`config.mk`:
```
export PLATFORM = sky130hd
export DESIGN_NAME = entropyCoder
export DESIGN_NICKNAME = d
export VERILOG_FILES = /design/src/source/entropyPkg.sv /design/src/source/coderControl.sv /design/src/source/vliCoder.sv /design/src/source/runLengthCoder.sv /design/src/source/zrlResolver.sv /design/src/source/entropyCoder.sv
export VERILOG_INCLUDE_DIRS = /design/src /design/src/source
export SDC_FILE = /design/constraint.sdc
export NUM_CORES = 1
export LEC_CHECK = 0
export BUFFER_PORTS_ARGS = -buffer_cell sky130_fd_sc_hd__buf_2
export CORE_MARGIN = 3
export CORE_UTILIZATION = 54
export DETAILED_ROUTE_END_ITERATION = 16
export PLACE_DENSITY = 0.72
export SETUP_SLACK_MARGIN = 0.05
export SKIP_LAST_GASP = 1
export SLEW_MARGIN = 40
export SYNTH_ARGS = -nofsm -noshare
export SYNTH_HDL_FRONTEND = slang
export SYNTH_SLANG_ARGS = --single-unit
```
`constraint.sdc`:
```
create_clock -name clk -period 4 [get_ports clk]
set_input_delay 0.8 -clock clk [delete_from_list [all_inputs] [get_ports clk]]
set_output_delay 0.8 -clock clk [all_outputs]
set_load 0.05 [all_outputs]
```
`src/source/entropy_cfg.svh`:
```
`ifndef ENTROPY_CFG_SVH
`define ENTROPY_CFG_SVH

// signed quantized coefficient width
`define COEF_W 11

`define BLOCK_LEN 64 // coefficients per 8x8 block

// at most three ZRLs wait ahead of a nonzero AC
`define ZRL_DEPTH 4

`endif

```
`src/source/entropyPkg.sv`:
```
`default_nettype none

`include "entropy_cfg.svh"

package entropyPkg;

  typedef logic signed [`COEF_W-1:0] coef_t;  // two's complement
  typedef logic [`COEF_W-2:0] vli_t;
  typedef logic [3:0] size_t;
  typedef logic [3:0] run_t;
  typedef logic [5:0] index_t;  // zigzag position

  // input handshake
  typedef enum logic [1:0] {IDLE, ACK, WAIT_LOW} ctrlState_t;

  typedef enum logic {PASS, FLUSH} resolveState_t;

endpackage

`default_nettype wire

```
`src/source/coderControl.sv`:
```
`timescale 1ns/1ps
`default_nettype none

`include "entropy_cfg.svh"

module coderControl (
  input  logic              clk,
  input  logic              rst_n,
  input  logic              coefReq,
  input  entropyPkg::coef_t coefData,
  input  logic              busy,
  output logic              coefAck,
  output logic              coefStb,
  output entropyPkg::coef_t coefOut,
  output logic              isFirst,
  output logic              isLast
);
  import entropyPkg::*;

  ctrlState_t state;
  index_t     index;
  logic       accept;
  logic       atLast;

  assign accept = (state == IDLE) && coefReq && !busy;  // stall while flushing
  assign atLast = (index == index_t'(`BLOCK_LEN - 1));
  assign coefAck = (state != IDLE);

  always_ff @(posedge clk or negedge rst_n) begin
    if (!rst_n) begin
      state   <= IDLE;
      index   <= '0;
      coefStb <= 1'b0;
      isFirst <= 1'b0;
      isLast  <= 1'b0;
    end else begin
      coefStb <= accept;
      case (state)
        IDLE: begin
          if (accept) begin
            state   <= ACK;
            isFirst <= (index == '0);  // DC slot
            isLast  <= atLast;
            index   <= atLast ? '0 : index + index_t'(1);
          end
        end
        ACK:      if (!coefReq) state <= WAIT_LOW;
        WAIT_LOW: state <= IDLE;  // ack drops here
        default:  state <= IDLE;
      endcase
    end
  end

  always_ff @(posedge clk) begin
    if (accept) coefOut <= coefData;
  end

  ackNeedsReq: assert property (@(posedge clk) disable iff (!rst_n)
    $rose(coefAck) |-> coefReq)
    else $error("coefAck rose without coefReq");

endmodule

`default_nettype wire

```
`src/source/vliCoder.sv`:
```
`timescale 1ns/1ps
`default_nettype none

module vliCoder (
  input  entropyPkg::coef_t value,
  output entropyPkg::vli_t  vli,
  output entropyPkg::size_t size
);
  import entropyPkg::*;

  localparam int vliW = $bits(vli_t);

  coef_t less;
  vli_t  raw;
  vli_t  mag;

  assign less = value - coef_t'(1);

  // negatives send value-1, whose complement is the magnitude
  assign raw = (value < 0) ? less[vliW-1:0] : value[vliW-1:0];
  assign mag = (value < 0) ? ~raw : raw;

  always_comb begin
    size = '0;
    for (int i = 0; i < vliW; i++) begin
      if (mag[i]) size = size_t'(i + 1);  // highest set bit wins
    end
    for (int i = 0; i < vliW; i++) begin
      vli[i] = raw[i] & (i < int'(size));  // keep size bits
    end
  end

endmodule

`default_nettype wire

```
`src/source/runLengthCoder.sv`:
```
`timescale 1ns/1ps
`default_nettype none

module runLengthCoder (
  input  logic              clk,
  input  logic              rst_n,
  input  logic              coefStb,
  input  entropyPkg::coef_t coefIn,
  input  logic              isFirst,
  input  logic              isLast,
  output logic              rawVal,
  output logic              rawDc,
  output logic              rawZrl,
  output logic              rawEnd,
  output entropyPkg::run_t  rawRun,
  output entropyPkg::size_t rawSize,
  output entropyPkg::vli_t  rawVli
);
  import entropyPkg::*;

  coef_t predDc;
  coef_t dcDiff;
  coef_t codeIn;
  run_t  runCnt;
  vli_t  vli;
  size_t size;
  logic  isZero;

  assign isZero = (coefIn == '0);
  assign dcDiff = coefIn - predDc;  // wraps modulo COEF_W
  assign codeIn = isFirst ? dcDiff : coefIn;

  vliCoder i_vliCoder (
    .value(codeIn),
    .vli  (vli),
    .size (size)
  );

  always_ff @(posedge clk or negedge rst_n) begin
    if (!rst_n) begin
      rawVal <= 1'b0;
      rawDc  <= 1'b0;
      rawZrl <= 1'b0;
      rawEnd <= 1'b0;
      predDc <= '0;
      runCnt <= '0;
    end else begin
      rawVal <= 1'b0;
      rawDc  <= 1'b0;
      rawZrl <= 1'b0;
      rawEnd <= 1'b0;
      if (coefStb) begin
        if (isFirst) begin
          rawVal <= 1'b1;
          rawDc  <= 1'b1;
          predDc <= coefIn;
          runCnt <= '0;
        end else if (!isZero) begin
          rawVal <= 1'b1;
          runCnt <= '0;
        end else if (isLast) begin
          rawVal <= 1'b1;  // block ended on zeros
          rawEnd <= 1'b1;
          runCnt <= '0;
        end else if (runCnt == '1) begin
          rawVal <= 1'b1;  // tentative ZRL
          rawZrl <= 1'b1;
          runCnt <= '0;
        end else begin
          runCnt <= runCnt + run_t'(1);
        end
      end
    end
  end

  // zero coefficients give size 0 and vli 0 for ZRL and end
  always_ff @(posedge clk) begin
    if (coefStb) begin
      rawRun  <= (isZero && isLast) ? '0 : runCnt;
      rawSize <= size;
      rawVli  <= vli;
    end
  end

  acHasBits: assert property (@(posedge clk) disable iff (!rst_n)
    coefStb && !isFirst && !isZero |=> rawVal && rawSize != '0)
    else $error("nonzero AC coded with size 0");

endmodule

`default_nettype wire

```
`src/source/zrlResolver.sv`:
```
`timescale 1ns/1ps
`default_nettype none

`include "entropy_cfg.svh"

module zrlResolver (
  input  logic              clk,
  input  logic              rst_n,
  input  logic              rawVal,
  input  logic              rawDc,
  input  logic              rawZrl,
  input  logic              rawEnd,
  input  entropyPkg::run_t  rawRun,
  input  entropyPkg::size_t rawSize,
  input  entropyPkg::vli_t  rawVli,
  output logic              busy,
  output logic              symVal,
  output logic              symDc,
  output logic              symEob,
  output entropyPkg::run_t  symRun,
  output entropyPkg::size_t symSize,
  output entropyPkg::vli_t  symVli
);
  import entropyPkg::*;

  localparam int cntW = $clog2(`ZRL_DEPTH + 1);

  resolveState_t   state;
  logic [cntW-1:0] zrlCnt;  // pending ZRLs, all identical
  logic            isSym;
  logic            pending;
  run_t            heldRun;
  size_t           heldSize;
  vli_t            heldVli;
  run_t            nextRun;
  size_t           nextSize;
  vli_t            nextVli;

  assign isSym   = rawVal && !rawZrl && !rawEnd;
  assign pending = (zrlCnt != '0);
  assign busy    = (state == FLUSH);

  always_ff @(posedge clk or negedge rst_n) begin
    if (!rst_n) begin
      state  <= PASS;
      zrlCnt <= '0;
      symVal <= 1'b0;
      symDc  <= 1'b0;
      symEob <= 1'b0;
    end else begin
      symVal <= 1'b0;
      symDc  <= 1'b0;
      symEob <= 1'b0;
      case (state)
        PASS: begin
          if (rawVal && rawZrl) begin
            zrlCnt <= zrlCnt + 1'b1;
          end else if (rawVal && rawEnd) begin
            zrlCnt <= '0;  // trailing ZRLs dropped
            symVal <= 1'b1;
            symEob <= 1'b1;
          end else if (isSym) begin
            symVal <= 1'b1;
            if (pending) begin
              zrlCnt <= zrlCnt - 1'b1;  // first ZRL goes now
              state  <= FLUSH;
            end else begin
              symDc <= rawDc;
            end
          end
        end
        FLUSH: begin
          symVal <= 1'b1;
          if (pending) zrlCnt <= zrlCnt - 1'b1;
          else state <= PASS;  // held symbol goes out
        end
        default: state <= PASS;
      endcase
    end
  end

  always_comb begin
    nextRun  = rawRun;
    nextSize = rawSize;
    nextVli  = rawVli;
    if (state == FLUSH && !pending) begin
      nextRun  = heldRun;
      nextSize = heldSize;
      nextVli  = heldVli;
    end else if (pending && (state == FLUSH || isSym)) begin
      nextRun  = '1;  // ZRL is run 15 size 0
      nextSize = '0;
      nextVli  = '0;
    end else if (rawEnd) begin
      nextRun  = '0;
      nextSize = '0;
      nextVli  = '0;
    end
  end

  always_ff @(posedge clk) begin
    symRun  <= nextRun;
    symSize <= nextSize;
    symVli  <= nextVli;
    if (state == PASS && isSym) begin
      heldRun  <= rawRun;
      heldSize <= rawSize;
      heldVli  <= rawVli;
    end
  end

  cntBound: assert property (@(posedge clk) disable iff (!rst_n)
    zrlCnt <= `ZRL_DEPTH)
    else $error("ZRL count overflow");

  // input stall must keep new symbols out during a flush
  noRawInFlush: assert property (@(posedge clk) disable iff (!rst_n)
    state == FLUSH |-> !rawVal)
    else $error("raw symbol arrived while flushing");

endmodule

`default_nettype wire

```
`src/source/entropyCoder.sv`:
```
`timescale 1ns/1ps
`default_nettype none

module entropyCoder (
  input  logic              clk,
  input  logic              rst_n,
  input  logic              coefReq,
  input  entropyPkg::coef_t coefData,
  output logic              coefAck,
  output logic              symVal,
  output logic              symDc,
  output logic              symEob,
  output entropyPkg::run_t  symRun,
  output entropyPkg::size_t symSize,
  output entropyPkg::vli_t  symVli
);
  import entropyPkg::*;

  logic  busy, coefStb, isFirst, isLast;
  coef_t coefOut;
  logic  rawVal, rawDc, rawZrl, rawEnd;
  run_t  rawRun;
  size_t rawSize;
  vli_t  rawVli;

  coderControl i_coderControl (
    .clk, .rst_n, .coefReq, .coefData, .busy,
    .coefAck, .coefStb, .coefOut, .isFirst, .isLast
  );

  runLengthCoder i_runLengthCoder (
    .clk, .rst_n, .coefStb, .coefIn(coefOut), .isFirst, .isLast,
    .rawVal, .rawDc, .rawZrl, .rawEnd, .rawRun, .rawSize, .rawVli
  );

  zrlResolver i_zrlResolver (
    .clk, .rst_n, .rawVal, .rawDc, .rawZrl, .rawEnd, .rawRun, .rawSize, .rawVli,
    .busy, .symVal, .symDc, .symEob, .symRun, .symSize, .symVli
  );

endmodule

`default_nettype wire

```
==> qor.yml <==
cp.arrival_ps: 4040
io_pins: 36
vdd_drop_max_mv: 0.353
ant_nets: 0
final_cell_mix: "edfxtp_1 (47), nand2_1 (45), o21ai_0 (41)"
grt_pass1_vias: 3905
crit_buf_inv: 2
critical_path_depth: 14
fin_crit_sh_pct: 95.4
grt.total_usage_pct: 21.0
syn_avg_cell_area_um2: 10.4
dr_total_vias: 3942
cts_tree: "done"
nNetsFinal: 591
status: "finished, final reports clean"
final_hold_viol_count: 0
maxCapViolations: 0
path_cells: "inv_2, ha_2, inv_1, fa_2, a21o_1, nand4_1, a211oi_2, or4_4, a21o_1, a22oi_1, o2bb2ai_1, a31o_1, or4_4, a21oi_2"
cts_made_buffers: 9
wirelength_mm: 11.0
clock-sinks: 102
skew_ps: 9.85
drc: 0
rsz0062_at_grt: "false"
cts-htree-levels: 3
hold_slack_ps: 374
layout-drive-gt1-share_pct: 20.4
grt_antenna_before_repair: 0
clk_pin_slew_worst_paths_ps: 110
r2r_cells: 14
coreArea_mm2: 0.00928
drt_iter0_markers: 242
syn-instance-count: 497
r2r_setup_slack_ps: 180
setup_viol: 0
final_common_cell: "edfxtp_1"
syn-cell-area_mm2: 0.00517
io_buffers: 35
power_density_mw_per_mm2: 559
maxClockFrequency_ghz: 0.262
crit_type: "flip-flop to flip-flop"
slew_viol_final: 0
die_x_um: 104
ctsRootBufferMaster: "clkbuf_8"
std_cell_rows: 35
area_growth_pct: 15.7
rr_endpoint: "i_runLengthCoder.rawVli[2]"
leakagePower_nw: 2.45
crit_fanout: 5
synth.distinct_cells: 71
wl_per_cell_um: 15.9
antennaDiodeCount: 0
worst_path_largest_cell_delay_ps: 590
die_y_um: 104
dp_slack_ps: 31.2
synth_seq_area_share_pct: 52.2
fin_total_pwr_w: 0.00335
holdCritPathClass: "primary input to async pin"
die_area_mm2: 0.0108
fillers: 765
fin_tns_setup_ps: 0
grt_start_max_net_pins: 38
synthFlopType: "edfxtp_1"
end_kind: "flip-flop"
grt-ovfl-total: 0
initial_core_util_pct: 55.7
grt_first_pass_wirelength_mm: 18.7
synthArstFlopShare_pct: 36.3
startpoint: "i_coderControl.coefOut[0]"
critPathSlowestCell: "or4_4"
syn-num-nets: 529
path_delay_family: "compound AO/OA/AOI/OAI gates"
critPathLaunchType: "flip-flop"
post-dp-hpwl_mm: 8.10
r2r_start: "i_coderControl.coefOut[0]"
cp.required_ps: 4230
fin_crit_ps: 3820
viasPerCell: 5.69
tightest_slew_ps: 710
dr.pass1.iters: 4
clock_latency_ps: 370
gp_congestion: 0.929
clk_path_buf_depth: 2
ys_ff_latch: 102
fin_ws_ps: 184
max_slew_margin_pct: 52.3
synth-edff-count: 47
ys_warn_count: 0
## per-stage QoR
| step | util (%) | instance area, um2 | instances |
|---|---|---|---|
| 6_report | 64.5 | 5990 | 693 |
| 5_1_grt | 64.5 | 5990 | 693 |
| 3_5_place_dp | 60.4 | 5610 | 666 |
| 3_3_place_gp | 60.4 | 5610 | 666 |
| 2_1_floorplan | - | 5170 | 497 |
| 4_1_cts | 62.9 | 5840 | 683 |
## power breakdown
part | internal (W) | total (W) | switching (W)
clock | 0.000313 | 0.000703 | 0.000390
sequential | 0.00126 | 0.00136 | 0.0000979
combinational | 0.000506 | 0.00128 | 0.000776
total | 0.00208 | 0.00335 | 0.00126
## worst register-to-register path, cell delays in order, from the launching register on
cell	delay, ps
edfxtp_1	420
inv_2	80
ha_2	180
inv_1	70
fa_2	370
a21o_1	190
nand4_1	130
a211oi_2	100
or4_4	590
a21o_1	250
a22oi_1	220
o2bb2ai_1	170
a31o_1	240
or4_4	520
a21oi_2	140
## metal layers
layer	global-route usage [%]	up-vias	part of all wire [%]
li1	-	1946	-
met1	26.4	1858	43
met2	36.3	110	50
met3	4.41	28	4.3
met4	6.74	0	2.4
met5	0	-	0
## cells in the mapped netlist, types with 4 or more instances
cell type	instances	share of area [%]
and2_1	6	0.73
clkbuf_1	12	0.87
nor2_1	31	2.2
nand4_1	5	0.60
xnor2_1	15	2.5
edfxtp_1	47	27
nor3_1	11	1.1
nand3_1	13	1.3
dfxtp_1	18	7.0
nand2_1	46	3.3
inv_1	31	2.2
nor2b_1	6	0.73
o21ai_0	41	4.0
nor4_1	5	0.60
ha_1	17	4.1
a21oi_1	23	2.2
a22o_1	15	2.5
a31oi_1	6	0.73
mux2i_1	5	0.97
a211oi_1	8	1.2
xor2_1	6	1.0
and3_1	7	0.85
a21o_1	4	0.58
nand2b_1	8	0.97
dfrtp_1	37	18
## sequential cells by signal, summed over array words and instances (netlist names), 6 cells and up
name and flops:
i_runLengthCoder.rawVli 10, i_zrlResolver.symVli 10, i_coderControl.coefOut 11, i_coderControl.index 6, i_zrlResolver.heldVli 10, i_runLengthCoder.predDc 11
## cells by family (layout without fill, tap and decap cells)
group / after synthesis / in the layout / share of synthesized area [%]
AND/OR/NAND/NOR: 161 / 161 / 16.0
XOR/XNOR: 21 / 21 / 3.56
flip-flops: 102 / 102 / 52.2
adder cells (fa/ha/maj): 18 / 18 / 4.50
multiplexers: 8 / 8 / 1.62
AO/OA/AOI/OAI: 137 / 137 / 18.4
buffers and inverters: 50 / 117 / 3.82
## final cells by class
cell class / count / area, um2 / share of cell area, %
inverters: 33 / 124 / 2.07
well taps: 129 / 161 / 2.70
repair buffers: 68 / 429 / 7.17
multi-input cells: 345 / 2350 / 39.3
clock inverters: 7 / 97.6 / 1.63
flip-flops and latches: 102 / 2700 / 45.1
clock buffers: 9 / 124 / 2.07
## timing repair
item                                    in CTS  in global routing
buffers inserted                             1                 10
hold buffers                                 0                  0
resized for setup                            1                 14
endpoints found under the setup margin       4                  7
pin swaps                                    0                  9
## worst max-delay path by stage
stage,slack [ps],end
floorplan,320,i_runLengthCoder.rawVli[4]
global placement,180,i_runLengthCoder.rawVli[4]
detailed placement,30,i_runLengthCoder.rawVli[4]
CTS,90,i_runLengthCoder.rawVli[4]
global route,20,i_runLengthCoder.rawVli[2]
finish,180,i_runLengthCoder.rawVli[2]
Power figures use the tool's default switching activity.
